File: src/hw/cpu_config.svh
// core sizes; memories are word addressed and both hold CPU_XLEN-bit words
`ifndef CPU_CONFIG_SVH
`define CPU_CONFIG_SVH

// data and instruction word width
`define CPU_XLEN 32

// general registers, r0 reads as zero
`define CPU_REG_COUNT 32

// instruction memory holds 512 words
`define CPU_IMEM_ADDR_W 9

// data memory holds 1024 words, addressed by the low bits of the ALU result
`define CPU_DMEM_ADDR_W 10

`endif
File: src/hw/cpu_pkg.sv
// shared core types; encodings follow the MIPS opcode and function fields
`default_nettype none
`include "cpu_config.svh"

package cpu_pkg;

   typedef logic [`CPU_XLEN-1:0] word_t;
   typedef logic [$clog2(`CPU_REG_COUNT)-1:0] reg_addr_t;

   // primary opcode, bits 31:26
   typedef enum logic [5:0] {
      OP_RTYPE = 6'd0,
      OP_ADDI  = 6'd8,
      OP_LW    = 6'd35,
      OP_SW    = 6'd43
   } opcode_e;

   // R-type function code, bits 5:0
   typedef enum logic [5:0] {
      FN_ADD = 6'd32,
      FN_SUB = 6'd34,
      FN_AND = 6'd36,
      FN_OR  = 6'd37,
      FN_SLT = 6'd42
   } funct_e;

   typedef enum logic [2:0] {
      ALU_ADD,
      ALU_SUB,
      ALU_AND,
      ALU_OR,
      ALU_SLT
   } alu_op_e;

   // all zero is a bubble
   typedef struct packed {
      alu_op_e alu_op;
      logic    use_imm;
      logic    mem_read;
      logic    mem_write;
      logic    mem_to_reg;
      logic    reg_write;
   } ctrl_t;

   typedef struct packed {
      ctrl_t     ctrl;
      reg_addr_t rs;
      word_t     rs_val;
      reg_addr_t rt;
      word_t     rt_val;
      word_t     imm;
      reg_addr_t dest;
   } id_ex_t;

   typedef struct packed {
      logic      mem_read;
      logic      mem_write;
      logic      mem_to_reg;
      logic      reg_write;
      reg_addr_t dest;
      word_t     alu_result;
      word_t     store_data;
   } ex_mem_t;

   typedef struct packed {
      logic      we;
      reg_addr_t addr;
      word_t     data;
   } rf_write_t;

   typedef struct packed {
      word_t addr;
      logic  wen;
      logic  ren;
      word_t wdata;
   } ext_req_t;

endpackage

`default_nettype wire

File: src/hw/execute_stage.sv
// forwards from execute/memory (never a load) then writeback; slt is a signed compare
`default_nettype none

module execute_stage (
   input  wire                     clk,
   input  wire                     rst_n,
   input  wire                     run,
   input  wire cpu_pkg::id_ex_t    id_ex,
   input  wire cpu_pkg::rf_write_t wb,
   output cpu_pkg::ex_mem_t        ex_mem
);

   cpu_pkg::word_t op_a;
   cpu_pkg::word_t rt_fwd;
   cpu_pkg::word_t op_b;
   cpu_pkg::word_t result;

   // newest producer wins, r0 never forwards
   function automatic cpu_pkg::word_t forward(
      input cpu_pkg::reg_addr_t idx,
      input cpu_pkg::word_t     rf_val,
      input cpu_pkg::ex_mem_t   em,
      input cpu_pkg::rf_write_t w
   );
      if (idx != '0 && em.reg_write && !em.mem_read && em.dest == idx) begin
         return em.alu_result;
      end
      if (idx != '0 && w.we && w.addr == idx) begin
         return w.data;
      end
      return rf_val;
   endfunction

   always_comb begin
      op_a   = forward(id_ex.rs, id_ex.rs_val, ex_mem, wb);
      rt_fwd = forward(id_ex.rt, id_ex.rt_val, ex_mem, wb);
      op_b   = id_ex.ctrl.use_imm ? id_ex.imm : rt_fwd;
   end

   always_comb begin
      case (id_ex.ctrl.alu_op)
         cpu_pkg::ALU_ADD: result = op_a + op_b;
         cpu_pkg::ALU_SUB: result = op_a - op_b;
         cpu_pkg::ALU_AND: result = op_a & op_b;
         cpu_pkg::ALU_OR:  result = op_a | op_b;
         cpu_pkg::ALU_SLT: result = cpu_pkg::word_t'($signed(op_a) < $signed(op_b));
         default:          result = op_a + op_b;
      endcase
   end

   always_ff @(posedge clk) begin
      if (!rst_n) begin
         ex_mem.mem_read   <= 1'b0;
         ex_mem.mem_write  <= 1'b0;
         ex_mem.mem_to_reg <= 1'b0;
         ex_mem.reg_write  <= 1'b0;
      end else if (run) begin
         ex_mem.mem_read   <= id_ex.ctrl.mem_read;
         ex_mem.mem_write  <= id_ex.ctrl.mem_write;
         ex_mem.mem_to_reg <= id_ex.ctrl.mem_to_reg;
         ex_mem.reg_write  <= id_ex.ctrl.reg_write;
         ex_mem.dest       <= id_ex.dest;
         ex_mem.alu_result <= result;
         // store data is forwarded like any rt operand
         ex_mem.store_data <= rt_fwd;
      end
   end

   // decode never produces an access that both loads and stores
   a_mem_excl: assert property (@(posedge clk) disable iff (!rst_n)
      !(ex_mem.mem_read && ex_mem.mem_write));

endmodule

`default_nettype wire

File: config.mk
export PLATFORM = sky130hd
export DESIGN_NAME = execute_stage
export DESIGN_NICKNAME = d
export VERILOG_FILES = /design/src/hw/cpu_pkg.sv /design/src/hw/execute_stage.sv
export VERILOG_INCLUDE_DIRS = /design/src /design/src/hw
export SDC_FILE = /design/constraint.sdc
export NUM_CORES = 1
export LEC_CHECK = 0
export BUFFER_PORTS_ARGS = -buffer_cell sky130_fd_sc_hd__buf_2
export CORE_ASPECT_RATIO = 0.75
export CORE_UTILIZATION = 34
export CTS_CLUSTER_DIAMETER = 80
export DETAILED_ROUTE_END_ITERATION = 8
export GPL_ROUTABILITY_DRIVEN = 0
export GPL_TIMING_DRIVEN = 0
export SLEW_MARGIN = 20
export SYNTH_ARGS = -nofsm -noshare
export SYNTH_HDL_FRONTEND = slang
export SYNTH_SLANG_ARGS = --single-unit
File: constraint.sdc
create_clock -name clk -period 5.05 [get_ports clk]
set_input_delay 0.2525 -clock clk [delete_from_list [all_inputs] [get_ports clk]]
set_output_delay 0.2525 -clock clk [all_outputs]
set_load 0.01 [all_outputs]
==> flow_summary_export.csv <==
group,metric,value,unit
run_status,status,"complete, but fails checks",
run_status,violations,"setup timing",
power_and_ir_drop,p_leak,5.03,nW
cells_and_area,fill_cells,2534,
timing,period_minus_slack,5210,ps
worst_setup_path,crit_path_max_incr_delay,620,ps
worst_setup_path,cp-end-kind,"register",
timing,tightest_slew,1080,ps
timing,slew_violations,0,
drt,ant_nets,0,
cells_and_area,multi_input_area,6510,sq um
floorplanning,io_pins,233,
floorplanning,core,25300,sq um
clocking,cts_tree,"done",
synthesis,syn_inst,1061,
cells_and_area,reg_top3,"ex_mem x73",
worst_setup_path,r2r_setup_slack,-160,ps
drt,vias,9323,
worst_setup_path,required,5160,ps
floorplanning,die-area,26700,sq um
worst_hold_path,hold_end,"ex_mem[65]",
synthesis,ys_ff_latch,73,
clocking,insertion_delay,370,ps
drt,wl,35.2,mm
synthesis,yosysTopAreaCellShare,23.4,%
cells_and_area,regMostFlops,"ex_mem",
clocking,clk_path_buf_depth,2,
worst_hold_path,hold_path_class,"primary input to register",
floorplanning,start_util,35.0,%
global_route,overflow,0,
timing,finalCritPeriodShare,103,%
place,dp_cells,1629,
synthesis,synth_most_common_cell,"nor2_1",
drt,drtPass1Iterations,5,
clocking,root_buffer,"clkbuf_16",
global_route,grt_pass1_wl,52.3,mm
floorplanning,num_rows,50,
drt,routedWlPerCell,21.0,um
floorplanning,fp.dieH,142,um
timing,rsz0062_at_grt,"true",
synthesis,yosysUniqueCellTypes,74,
synthesis,synthFlopType,"edfxtp_1",
timing,max_freq,0.192,GHz
power_and_ir_drop,vdd_drop_max,0.000182,V
cells_and_area,areaGrowthSynthToFinish,29.3,%
worst_hold_path,hold_depth,1,
cells_and_area,layout-drive-gt1-share,30.0,%
floorplanning,die_w,188,um
synthesis,syn-cell-area,8850,sq um
timing,timing_hold_violations_final,0,
worst_setup_path,cp_cell_sequence,"xnor2_1 -> nand3_1 -> or4_4 -> clkbuf_16 -> nor2_4 -> a21oi_2 -> mux2_4 -> ha_4 -> fa_2 -> o21bai_1 -> a21oi_2 -> o311a_1 -> o311a_4 -> o2111ai_4 -> a31o_1 -> a21oi_2 -> a21oi_2 -> a21oi_1 -> or3_1",
synthesis,ys_top_cells_by_area,"edfxtp_1 (23%), ha_1 (15%), mux2i_1 (8.7%)",
synthesis,synth_edf_count,69,
power_and_ir_drop,power_density,228,nW/um^2
worst_setup_path,critPathMaxFanout,7,
drt,drc,0,
timing,fin_skew,11.2,ps
timing,whs,68.0,ps
worst_setup_path,r2r-start,"ex_mem[66]",
synthesis,synth_area_per_cell,8.34,sq um
global_route,grtUsageTotal,25.9,%
worst_setup_path,rr_endpoint,"ex_mem[32]",
synthesis,syn_nets,1326,
synthesis,ys_async_sr_fraction,0,%
drt,viasPerCell,5.57,
synthesis,synth_common_cells,"nor2_1 (136), a21oi_1 (129), ha_1 (103)",
cells_and_area,fin_cells,1673,
flow_run,cap_violations,0,
place,dp_slack,-1520,ps
clocking,cts.sinks,73,
clocking,postCtsHoldBufs,0,
cells_and_area,largest_reg_flops,73,
clocking,htree_levels,3,
global_route,first_global_vias,8796,
timing,max_slew_margin,27.5,%
synthesis,yosysWarnings,0,
place,io_buffers,229,
worst_setup_path,crit_slowest_cell,"or4_4",
global_route,grt_max_degree,36,
timing,setup_ws,-159,ps
worst_setup_path,worstSetupPathType,"register to register",
worst_setup_path,reg2reg_depth,19,
synthesis,yosysTopAreaCell,"edfxtp_1",
cells_and_area,nets,1593,
worst_setup_path,startpoint_type,"register",
clocking,cts_buffers,9,
worst_setup_path,crit_top_cell,"a21oi_2",
worst_setup_path,crit_arrival,5320,ps
clocking,clkTransAtPathRegs,70,ps
global_route,antenna_found_initial,2,
drt,drt_iter0_drc,912,
timing,finalSetupViolCount,5,
power_and_ir_drop,power,0.00261,W
worst_hold_path,timing.hold.worst.start,"id_ex[1]",
cells_and_area,seqCellArea,2150,sq um
synthesis,yosysSeqAreaShare,24.3,%
place,hpwlAfterDp,26.8,mm
==> worst max-delay path by stage <==
stage,from,end,slack (ps)
2_1_floorplan,ex_mem[66],ex_mem[32],10
3_3_place_gp,id_ex[109],ex_mem[32],-1460
3_5_place_dp,id_ex[109],ex_mem[32],-1520
4_1_cts,ex_mem[67],ex_mem[32],-20
5_1_grt,ex_mem[66],ex_mem[32],-280
6_report,ex_mem[66],ex_mem[32],-160
==> power by group <==
part / leakage [nW] / total (W) / internal, W / switching (W)
Sequential: 0.682 / 0.000754 / 0.000724 / 0.0000298
Clock: 0.139 / 0.000671 / 0.000344 / 0.000327
Combinational: 4.21 / 0.00118 / 0.000488 / 0.000694
==> cell usage in the layout, fill, tap and decap left out, types with 11 or more instances in the layout <==
master	netlist	final
buf_4	1	31
xnor2_1	17	16
nor2b_1	18	18
a21oi_2	0	12
a21oi_1	129	116
edfxtp_1	69	69
a221o_1	17	17
o21ai_0	40	34
o221ai_1	15	13
xor2_1	15	15
nand2_1	40	39
mux2i_1	77	75
ha_1	103	92
buf_2	7	238
inv_1	91	89
mux2_2	25	20
a21o_1	26	26
nand2b_1	14	14
o21bai_1	11	11
clkbuf_1	48	31
nor2_1	136	130
==> what timing repair did <==
action | 4_1_cts | 5_1_grt
setup buffers | 14 | 17
pin swaps | 16 | 31
gates resized for setup | 56 | 60
endpoints found under the setup margin | 23 | 17
==> area by class of cell <==
class | count | area share [%]
buffer | 57 | 2.60
clock inverter | 7 | 0.547
inverter | 91 | 3.03
sequential | 73 | 18.8
multi-input combinational | 835 | 57.0
antenna | 2 | 0.0438
timing repair buffer | 261 | 12.3
clock buffer | 9 | 1.97
tap | 338 | 3.70
==> metal layers <==
layer	GRT usage, %	part of all wire, %	wire length, um
met1	37.8	48	16700
met2	38.4	41	14600
met3	5.54	9.3	3260
met4	6.46	1.7	594
met5	0	0	0
==> worst max-delay path: cells and delay by family, from the launching register on <==
| family | cells | cell delay, ps |
|---|---|---|
| AOI/OAI and AO/OA | 10 | 2070 |
| xor gates and xnor gates | 1 | 190 |
| adders and majority gates | 2 | 590 |
| buffers and inverters | 1 | 200 |
| DFF | 1 | 470 |
| muxes | 1 | 330 |
| and+or+nand+nor | 4 | 1110 |
==> metrics by stage <==
step | utilization (%) | setup TNS, ps | instance area (sq um)
final | 45.3 | -513 | 11400
after global routing | 45.2 | -1550 | 11400
after CTS | 43.6 | -28.5 | 11000
after detailed placement | 41.3 | -21520 | 10400
after global placement | 41.2 | -21500 | 10400
after floorplan | - | 0 | 8850
==> cell families (layout without fill, tap and decap cells) <==
| kind of cell | count (synthesis) | in the layout | share of synthesized area, % |
|---|---|---|---|
| fa+ha+maj | 106 | 106 | 15.1 |
| compound gates | 333 | 333 | 25.0 |
| flops | 73 | 73 | 24.3 |
| simple gates | 261 | 261 | 13.6 |
| other cells | 0 | 2 | 0 |
| xor+xnor | 32 | 32 | 3.17 |
| buf+inv | 153 | 425 | 6.72 |
| mux | 103 | 103 | 12.1 |
(Power assumes the default switching activity.)
