===== src/hw/cpu_config.svh =====
// core sizes; memories are word addressed and both hold CPU_XLEN-bit words
`ifndef CPU_CONFIG_SVH
`define CPU_CONFIG_SVH

// data and instruction word width
`define CPU_XLEN 32

// general registers, r0 reads as zero
`define CPU_REG_COUNT 32

// instruction memory holds 512 words
`define CPU_IMEM_ADDR_W 9

// data memory holds 1024 words, addressed by the low bits of the ALU result
`define CPU_DMEM_ADDR_W 10

`endif

===== src/hw/cpu_pkg.sv =====
// shared core types; encodings follow the MIPS opcode and function fields
`default_nettype none
`include "cpu_config.svh"

package cpu_pkg;

   typedef logic [`CPU_XLEN-1:0] word_t;
   typedef logic [$clog2(`CPU_REG_COUNT)-1:0] reg_addr_t;

   // primary opcode, bits 31:26
   typedef enum logic [5:0] {
      OP_RTYPE = 6'd0,
      OP_ADDI  = 6'd8,
      OP_LW    = 6'd35,
      OP_SW    = 6'd43
   } opcode_e;

   // R-type function code, bits 5:0
   typedef enum logic [5:0] {
      FN_ADD = 6'd32,
      FN_SUB = 6'd34,
      FN_AND = 6'd36,
      FN_OR  = 6'd37,
      FN_SLT = 6'd42
   } funct_e;

   typedef enum logic [2:0] {
      ALU_ADD,
      ALU_SUB,
      ALU_AND,
      ALU_OR,
      ALU_SLT
   } alu_op_e;

   // all zero is a bubble
   typedef struct packed {
      alu_op_e alu_op;
      logic    use_imm;
      logic    mem_read;
      logic    mem_write;
      logic    mem_to_reg;
      logic    reg_write;
   } ctrl_t;

   typedef struct packed {
      ctrl_t     ctrl;
      reg_addr_t rs;
      word_t     rs_val;
      reg_addr_t rt;
      word_t     rt_val;
      word_t     imm;
      reg_addr_t dest;
   } id_ex_t;

   typedef struct packed {
      logic      mem_read;
      logic      mem_write;
      logic      mem_to_reg;
      logic      reg_write;
      reg_addr_t dest;
      word_t     alu_result;
      word_t     store_data;
   } ex_mem_t;

   typedef struct packed {
      logic      we;
      reg_addr_t addr;
      word_t     data;
   } rf_write_t;

   typedef struct packed {
      word_t addr;
      logic  wen;
      logic  ren;
      word_t wdata;
   } ext_req_t;

endpackage

`default_nettype wire


===== src/hw/decode_stage.sv =====
// decodes add, sub, and, or, slt, addi, lw and sw; any other word becomes a nop
`default_nettype none
`include "cpu_config.svh"

module decode_stage (
   input  wire                     clk,
   input  wire                     rst_n,
   input  wire                     run,
   input  wire cpu_pkg::word_t     instr,
   input  wire cpu_pkg::rf_write_t wb,
   output cpu_pkg::id_ex_t         id_ex,
   output logic                    stall
);

   cpu_pkg::opcode_e   opcode;
   cpu_pkg::funct_e    funct;
   cpu_pkg::reg_addr_t rs;
   cpu_pkg::reg_addr_t rt;
   cpu_pkg::reg_addr_t rd;
   cpu_pkg::reg_addr_t dest;
   cpu_pkg::word_t     imm;
   cpu_pkg::word_t     rs_val;
   cpu_pkg::word_t     rt_val;
   cpu_pkg::ctrl_t     ctrl;

   cpu_pkg::word_t regs [`CPU_REG_COUNT];

   assign opcode = cpu_pkg::opcode_e'(instr[31:26]);
   assign funct  = cpu_pkg::funct_e'(instr[5:0]);
   assign rs     = instr[25:21];
   assign rt     = instr[20:16];
   assign rd     = instr[15:11];
   assign imm    = cpu_pkg::word_t'($signed(instr[15:0]));
   assign dest   = (opcode == cpu_pkg::OP_RTYPE) ? rd : rt;

   always_comb begin
      ctrl = '0;
      case (opcode)
         cpu_pkg::OP_RTYPE: begin
            ctrl.reg_write = 1'b1;
            case (funct)
               cpu_pkg::FN_ADD: ctrl.alu_op = cpu_pkg::ALU_ADD;
               cpu_pkg::FN_SUB: ctrl.alu_op = cpu_pkg::ALU_SUB;
               cpu_pkg::FN_AND: ctrl.alu_op = cpu_pkg::ALU_AND;
               cpu_pkg::FN_OR:  ctrl.alu_op = cpu_pkg::ALU_OR;
               cpu_pkg::FN_SLT: ctrl.alu_op = cpu_pkg::ALU_SLT;
               // unknown function codes write nothing
               default: ctrl.reg_write = 1'b0;
            endcase
         end
         cpu_pkg::OP_ADDI: begin
            ctrl.use_imm   = 1'b1;
            ctrl.reg_write = 1'b1;
         end
         cpu_pkg::OP_LW: begin
            ctrl.use_imm    = 1'b1;
            ctrl.mem_read   = 1'b1;
            ctrl.mem_to_reg = 1'b1;
            ctrl.reg_write  = 1'b1;
         end
         cpu_pkg::OP_SW: begin
            ctrl.use_imm   = 1'b1;
            ctrl.mem_write = 1'b1;
         end
         default: ;
      endcase
   end

   always_ff @(posedge clk) begin
      if (run && wb.we && wb.addr != '0) begin
         regs[wb.addr] <= wb.data;
      end
   end

   // write-first, so a same-cycle writeback is seen here
   function automatic cpu_pkg::word_t rf_read(cpu_pkg::reg_addr_t idx);
      if (idx == '0) begin
         return '0;
      end
      if (wb.we && wb.addr == idx) begin
         return wb.data;
      end
      return regs[idx];
   endfunction

   always_comb begin
      rs_val = rf_read(rs);
      rt_val = rf_read(rt);
   end

   // load in execute whose result is needed right now
   assign stall = id_ex.ctrl.mem_read && (id_ex.dest == rs || id_ex.dest == rt);

   always_ff @(posedge clk) begin
      if (!rst_n) begin
         id_ex.ctrl <= '0;
      end else if (run) begin
         if (stall) begin
            id_ex.ctrl <= '0;
         end else begin
            id_ex.ctrl <= ctrl;
         end
         id_ex.rs     <= rs;
         id_ex.rs_val <= rs_val;
         id_ex.rt     <= rt;
         id_ex.rt_val <= rt_val;
         id_ex.imm    <= imm;
         id_ex.dest   <= dest;
      end
   end

   // a stalled instruction comes back unchanged on the next cycle
   a_stall_hold: assert property (@(posedge clk) disable iff (!rst_n)
      (stall && run) |=> $stable(instr));

endmodule

`default_nettype wire


===== config.mk =====
export PLATFORM = sky130hd
export DESIGN_NAME = decode_stage
export DESIGN_NICKNAME = d
export VERILOG_FILES = /design/src/hw/cpu_pkg.sv /design/src/hw/decode_stage.sv
export VERILOG_INCLUDE_DIRS = /design/src /design/src/hw
export SDC_FILE = /design/constraint.sdc
export NUM_CORES = 1
export LEC_CHECK = 0
export BUFFER_PORTS_ARGS = -buffer_cell sky130_fd_sc_hd__buf_4
export CAP_MARGIN = 20
export CORE_ASPECT_RATIO = 1.4
export CORE_MARGIN = 10
export CORE_UTILIZATION = 40
export CTS_CLUSTER_DIAMETER = 200
export DETAILED_ROUTE_END_ITERATION = 12
export SYNTH_ARGS = -nofsm -noshare
export SYNTH_HDL_FRONTEND = slang
export SYNTH_SLANG_ARGS = --single-unit
export TNS_END_PERCENT = 50

===== constraint.sdc =====
create_clock -name clk -period 9.9 [get_ports clk]
set_input_delay 0.495 -clock clk [delete_from_list [all_inputs] [get_ports clk]]
set_output_delay 0.495 -clock clk [all_outputs]
set_load 0.01 [all_outputs]

==> impl_metrics.env, run 1 <==
export IMPL_status="completed"
export IMPL_relSlewSlack=0.177
export IMPL_r2r_start="regs[3][16]"
export IMPL_grt_pass1_vias=31438
export IMPL_core_area_um2=128000
export IMPL_post_route_period_util=0.394
export IMPL_max_cap_viol_count=0
export IMPL_drt_iter0_markers=3724
export IMPL_synth_top_family_by_area="multiplexers"
export IMPL_worst_path_max_fanout=74
export IMPL_ios=193
export IMPL_min_period_ns=3.90
export IMPL_port_buffers=192
export IMPL_max_freq_ghz=0.257
export IMPL_crit_required_ns=10.38
export IMPL_cts_made_buffers=106
export IMPL_drc=0
export IMPL_place_congestion=0.826
export IMPL_yosys_area_top_type="edfxtp_1"
export IMPL_crit_buf_inv=3
export IMPL_routedWlPerCell_um=37.3
export IMPL_synthXorXnorAreaFrac=0.00341
export IMPL_path_class="input pin to register"
export IMPL_worstSkewPairLatency_ns=0.74
export IMPL_setup_viol_count_final=0
export IMPL_power_per_cell_area_nw_per_um2=179
export IMPL_path_clk_slew_ns=0.06
export IMPL_p_leak_nw=19.0
export IMPL_irDropWorstVdd_mv=0.150
export IMPL_async_reset_ff_frac=0
export IMPL_whs_path_depth=2
export IMPL_synth_seq_area_share=0.656
export IMPL_synth_top_flop_cell="edfxtp_1"
export IMPL_crit_arrival_ns=4.38
export IMPL_n_fill_cell=10719
export IMPL_min_from="rst_n"
export IMPL_cpLargestDelayFamily="buffers and inverters"
export IMPL_layout_drive_gt1_share=0.301
export IMPL_hold_slack_ns=0.0524
export IMPL_hold_path_endpoint="id_ex[115]"
export IMPL_slowest_delay_ns=0.86
export IMPL_via_count=30904
export IMPL_ant_nets=0
export IMPL_synth_seq_cells=1126
export IMPL_setup_tns_ns=0
export IMPL_clock_sinks=1126
export IMPL_num_rows=155
export IMPL_syn_area_um2=51400
export IMPL_ctsResizeCount=0
export IMPL_avgViaCountPerCell=6.62
export IMPL_drt_first_pass_iters=6
export IMPL_wl_um=174000
export IMPL_r2r_end="id_ex[90]"
export IMPL_hold_class="input pin to register"
export IMPL_skew_ns=0.0263
export IMPL_grt_max_degree=101
export IMPL_synth_compound_area_share=0.0673
export IMPL_synth_top_area_frac=0.653
export IMPL_nets=3003
export IMPL_grt_ovfl_total=0
export IMPL_dieWidth_um=323
export IMPL_ys_top_cells_by_area="edfxtp_1, mux4_2, mux2i_1"
export IMPL_synth_edf_count=1119
export IMPL_fin_cells=4667
export IMPL_crit_chain="buf_8, buf_4, buf_4, mux4_2, mux4_2, nor2b_1, a221o_1"
export IMPL_start_util=0.403
export IMPL_syn_to_final_growth_pct=14.1
export IMPL_clock_path_buffers=3
export IMPL_dp_hpwl_um=93900
export IMPL_worst_pin_slew_ns=1.23
export IMPL_cp_end_kind="register"
export IMPL_synthCells=2735
export IMPL_crit_path_top_delay_cell="buf_4"
export IMPL_synth_area_per_cell_um2=18.8
export IMPL_htreeDepth=3
export IMPL_muxShareOfSynthArea=0.230
export IMPL_antenna_found_initial=7
export IMPL_synth_fa_ha_area_frac=0
export IMPL_yosysWarningCount=0
export IMPL_rsz0062_at_grt="no"
export IMPL_crit_path_start_kind="input pin"
export IMPL_die_area_um2=144000
export IMPL_drv_slew=0
export IMPL_root_buffer="clkbuf_16"
export IMPL_dieHeight_um=444
export IMPL_grt_pass1_wl_um=241000
export IMPL_reg2regPathDepth=4
export IMPL_dp_cells=4452
export IMPL_final_hold_violation_count=0
export IMPL_cts_tree="done"
export IMPL_ff2ff_setup_slack_ns=7.68
export IMPL_yosys_area_share_simple=0.0215
export IMPL_yosys_cell_types_count=51
export IMPL_grtUsageTotal=0.237
## layout make-up
cell class / count / area, um2 / share of cell area
Antenna cell: 2 / 5.00 / 0.0000853
Clock buffer: 122 / 2760 / 0.0470
Clock inverter: 73 / 785 / 0.0134
Inverter: 5 / 20.0 / 0.000341
Multi-Input combinational cell: 1401 / 17000 / 0.290
Sequential cell: 1126 / 33700 / 0.575
Tap cell: 1648 / 2060 / 0.0351
Timing Repair Buffer: 290 / 2290 / 0.0391
## worst reg2reg max path, delay by kind of cell, from the launching register on
family             cells  cell delay, ns
and+or+nand+nor        1            0.16
AOI/OAI and AO/OA      1            0.40
DFF                    1            0.39
muxes                  2            0.98
## Yosys cell counts (50+ instances only)
| master | n |
|---|---|
| nor2_1 | 68 |
| a21oi_1 | 71 |
| mux4_2 | 406 |
| edfxtp_1 | 1119 |
| mux2i_1 | 248 |
| nand2_1 | 52 |
| nor2b_1 | 56 |
| buf_2 | 84 |
| o21ai_0 | 50 |
| clkbuf_1 | 99 |
| a22oi_1 | 64 |
| a221o_1 | 63 |
## report_power, final
group          total [mW]  switching, mW  internal (mW)
Clock                4.23           1.82           2.41
Sequential           5.35         0.0370           5.32
Combinational       0.910          0.539          0.371
Total                10.5           2.40           8.09
## cells by family after synthesis
| group | Yosys count |
|---|---|
| other | 1 |
| multiplexers | 670 |
| AO/OA/AOI/OAI | 452 |
| AND/OR/NAND/NOR | 227 |
| XOR/XNOR | 20 |
| flip-flops | 1126 |
| buffers and inverters | 239 |
## cell usage in the layout, fill, tap and decap left out, drive strengths merged, types with 10 or more instances in the layout
master,Yosys,routed
edfxtp,1119,1119
mux4,406,406
buf,135,273
mux2i,248,248
clkbuf,99,122
a21oi,71,71
nor2,68,68
a22oi,64,64
a221o,63,63
nor2b,56,56
nand2,52,52
o21ai,52,52
clkinv,0,47
o221ai,42,42
conb,1,32
a32o,31,31
a211o,26,26
a221oi,25,25
o22ai,21,21
a22o,18,18
dlygate4sd3,0,17
xnor2,16,16
mux2,16,16
bufinv,0,16
nand4,14,14
o22a,12,12
nand3,11,11
clkinvlp,0,10
## layer usage
| layer | vias to the layer above | global-route usage | part of all wire | routed length [um] |
|---|---|---|---|---|
| met5 | - | 0 | 0.00028 | 49 |
| met4 | 8 | 0.116 | 0.049 | 8590 |
| met3 | 412 | 0.0498 | 0.094 | 16400 |
| met2 | 1898 | 0.388 | 0.49 | 85100 |
| met1 | 16491 | 0.298 | 0.37 | 63800 |
| li1 | 12095 | - | - | - |
## through the flow
stage                     cell area, um2  worst slack, ns   util  power [mW]
after floorplan                    51500             6.44      -        5.98
after CTS                          58700             6.11  0.460        10.5
after detailed placement           54900             5.30  0.431        6.35
after global routing               58700             5.80  0.460        10.8
after global placement             54900             5.40  0.431        6.34
final                              58700             6.00  0.460        10.5
## registers in the layout, indices dropped and copies added, names as in the netlist
name   count
regs    1024
id_ex    102
## worst max path at each step
stage	startpoint	end	cells past startpoint
after global routing	instr[21]	id_ex[81]	7
after floorplan	run	id_ex[0]	2
after global placement	instr[21]	id_ex[81]	7
final	instr[21]	id_ex[81]	7
after detailed placement	instr[21]	id_ex[93]	7
after CTS	instr[21]	id_ex[81]	7
## repair_timing
| action | CTS | global route |
|---|---|---|
| hold buffers | 17 | 0 |
| hold endpoints to repair | 17 | 0 |
| buffers inserted | 0 | 0 |
Power figures use the tool's default switching activity.
==> run 2: changes to the inputs <==
clock period = 3.3 ns   (was 9.9 ns; I/O delays follow)
==> run 2 against run 1 <==
Net effect: non-clock buffer count grew 128; flip-flop and latch count is the same; critical path depth grew 1; critical path type unchanged; count of clock-buffer cells in the layout shrank 3; clock power grew to 3.0 times the previous value; routed wire length grew 3.1%; combinational power grew to 3.2 times the previous value; clock skew grew 0.0060 ns; global-route usage grew 0.93 points; total power grew to 3.0 times the previous value; setup slack lost 5.4 ns.
==> impl_metrics.env, run 2 (same netlist as run 1, synthesis figures left out) <==
export IMPL_status="completed"
export IMPL_grt_pass1_wl_um=250000
export IMPL_grt_max_degree=69
export IMPL_start_util=0.403
export IMPL_grt_util_met1=0.307
export IMPL_holdBufCountCts=69
export IMPL_cts_made_buffers=105
export IMPL_mostFrequentLayoutCells="edfxtp_1, mux4_2, buf_4, mux2i_1, clkbuf_16"
export IMPL_setup_ws_ns=0.620
export IMPL_p_clk_frac=0.402
export IMPL_ant_nets=0
export IMPL_grt_busiest_layer="met2"
export IMPL_irDropWorstVdd_mv=0.468
export IMPL_syn_to_final_growth_pct=17.0
export IMPL_die_area_um2=144000
export IMPL_r2r_end="id_ex[114]"
export IMPL_antenna_found_initial=8
export IMPL_max_freq_ghz=0.373
export IMPL_worst_path_max_fanout=46
export IMPL_dieHeight_um=444
export IMPL_reg2regPathDepth=7
export IMPL_grtUsageTotal=0.247
export IMPL_setup_viol_count_final=0
export IMPL_fin_cells=4797
export IMPL_combPwrFrac=0.091
export IMPL_p_leak_nw=19.8
export IMPL_internal_power_mw=24.3
export IMPL_cp_end_kind="register"
export IMPL_min_from="instr[17]"
export IMPL_via_count=31585
export IMPL_hold_class="input pin to register"
export IMPL_largest_reg_flops=1024
export IMPL_path_class="input pin to register"
export IMPL_clock_path_buffers=3
export IMPL_layout_commonest_cell="edfxtp_1"
export IMPL_regMostFlops="regs"
export IMPL_r2r_start="id_ex[4]"
export IMPL_crit_required_ns=3.78
export IMPL_crit_arrival_ns=3.16
export IMPL_htreeDepth=3
export IMPL_reg_largest_list="regs x1024, id_ex x102"
export IMPL_port_buffers=192
export IMPL_cts_tree="done"
export IMPL_num_rows=155
export IMPL_place_ws_ns=0.421
export IMPL_relSlewSlack=0.215
export IMPL_worstSkewPairLatency_ns=0.75
export IMPL_hold_path_endpoint="id_ex[70]"
export IMPL_drt_iter0_markers=4157
export IMPL_place_congestion=0.830
export IMPL_drt_first_pass_iters=6
export IMPL_power_per_cell_area_nw_per_um2=527
export IMPL_ctsResizeCount=0
export IMPL_p_switching_mw=7.36
export IMPL_setup_tns_ns=0
export IMPL_grt_pass1_vias=32599
export IMPL_dp_cells=4529
export IMPL_critical_path_startpoint="instr[21]"
export IMPL_dieWidth_um=323
export IMPL_dp_hpwl_um=107000
export IMPL_layout_drive_gt1_share=0.311
export IMPL_grt_ovfl_total=0
export IMPL_skew_ns=0.0322
export IMPL_wl_um=179000
export IMPL_min_period_ns=2.68
export IMPL_avgViaCountPerCell=6.58
export IMPL_slowest_delay_ns=0.57
export IMPL_rsz0062_at_grt="no"
export IMPL_worst_pin_slew_ns=1.18
export IMPL_use_met3=0.0524
export IMPL_pwr_share_seq=0.507
export IMPL_drc=0
export IMPL_crit_path_start_kind="input pin"
export IMPL_crit_path_top_delay_cell="dlygate4sd3_1"
export IMPL_ios=193
export IMPL_post_route_period_util=0.812
export IMPL_whs_path_depth=2
export IMPL_path_clk_slew_ns=0.07
export IMPL_power_mw=31.7
export IMPL_ff2ff_setup_slack_ns=1.03
export IMPL_cts_setup_buffers=0
export IMPL_crit_chain="dlygate4sd3_1, buf_8, buf_12, buf_4, mux4_2, a22oi_1, a21oi_1, a211o_1"
export IMPL_final_hold_violation_count=0
export IMPL_core_area_um2=128000
export IMPL_clock_sinks=1126
export IMPL_root_buffer="clkbuf_16"
export IMPL_max_cap_viol_count=0
export IMPL_nets=3130
export IMPL_netSwitchingFraction=0.232
export IMPL_use_met2=0.406
export IMPL_drv_slew=0
export IMPL_routedWlPerCell_um=37.4
run 2: cell count changes in the layout (fill, tap and decap cells not counted), moves of 3 or more:
| cell | change |
|---|---|
| dlygate4sd3_1 | +52 |
| buf_4 | +46 |
| buf_12 | +31 |
| clkinv_2 | -6 |
| clkinv_1 | +5 |
| clkinv_4 | +3 |
run 2: worst max path at each step:
stage	slack, ns	to
floorplan	0.17	id_ex[0]
global placement	0.48	id_ex[104]
detailed placement	0.42	id_ex[104]
CTS	0.60	id_ex[104]
global route	0.49	id_ex[104]
finish	0.62	id_ex[104]
run 2: cell type report:
| type | instances | area [um2] |
|---|---|---|
| well taps | 1648 | 2060 |
| fillers | 10637 | 67500 |
| clock inverters | 78 | 852 |
| inverters | 5 | 20.0 |
| flip-flops and latches | 1126 | 33700 |
| repair buffers | 418 | 3770 |
| diodes | 2 | 5.00 |
| multi-input cells | 1401 | 17000 |
| clock buffers | 119 | 2700 |
run 2: power groups by stage:
stage               Clock [mW]  Sequential, mW  Combinational, mW
finish                    12.7            16.1               2.87
global route              13.4            16.1               3.01
CTS                       12.9            16.1               2.86
detailed placement           0            16.4               2.78
global placement             0            16.4               2.74
floorplan                    0            16.4               1.57
run 2: layer usage:
metal / wire length [um] / part of all wire
met5: 74 / 0.00041
met4: 9620 / 0.054
met3: 17100 / 0.095
met2: 87800 / 0.49
met1: 64700 / 0.36
run 2: stage by stage:
stage | util | hold WS (ns) | area, um2
detailed placement | 0.438 | 0.346 | 55900
CTS | 0.471 | 0.0167 | 60100
floorplan | - | 0.264 | 51500
finish | 0.471 | 0.0579 | 60200
global placement | 0.438 | 0.345 | 55900
global route | 0.471 | 0.0443 | 60200
run 2: critical path: cells and delay by family:
family          cells  cell delay (ns)
compound gates      3             0.61
buf+inv             4             1.75
mux                 1             0.55
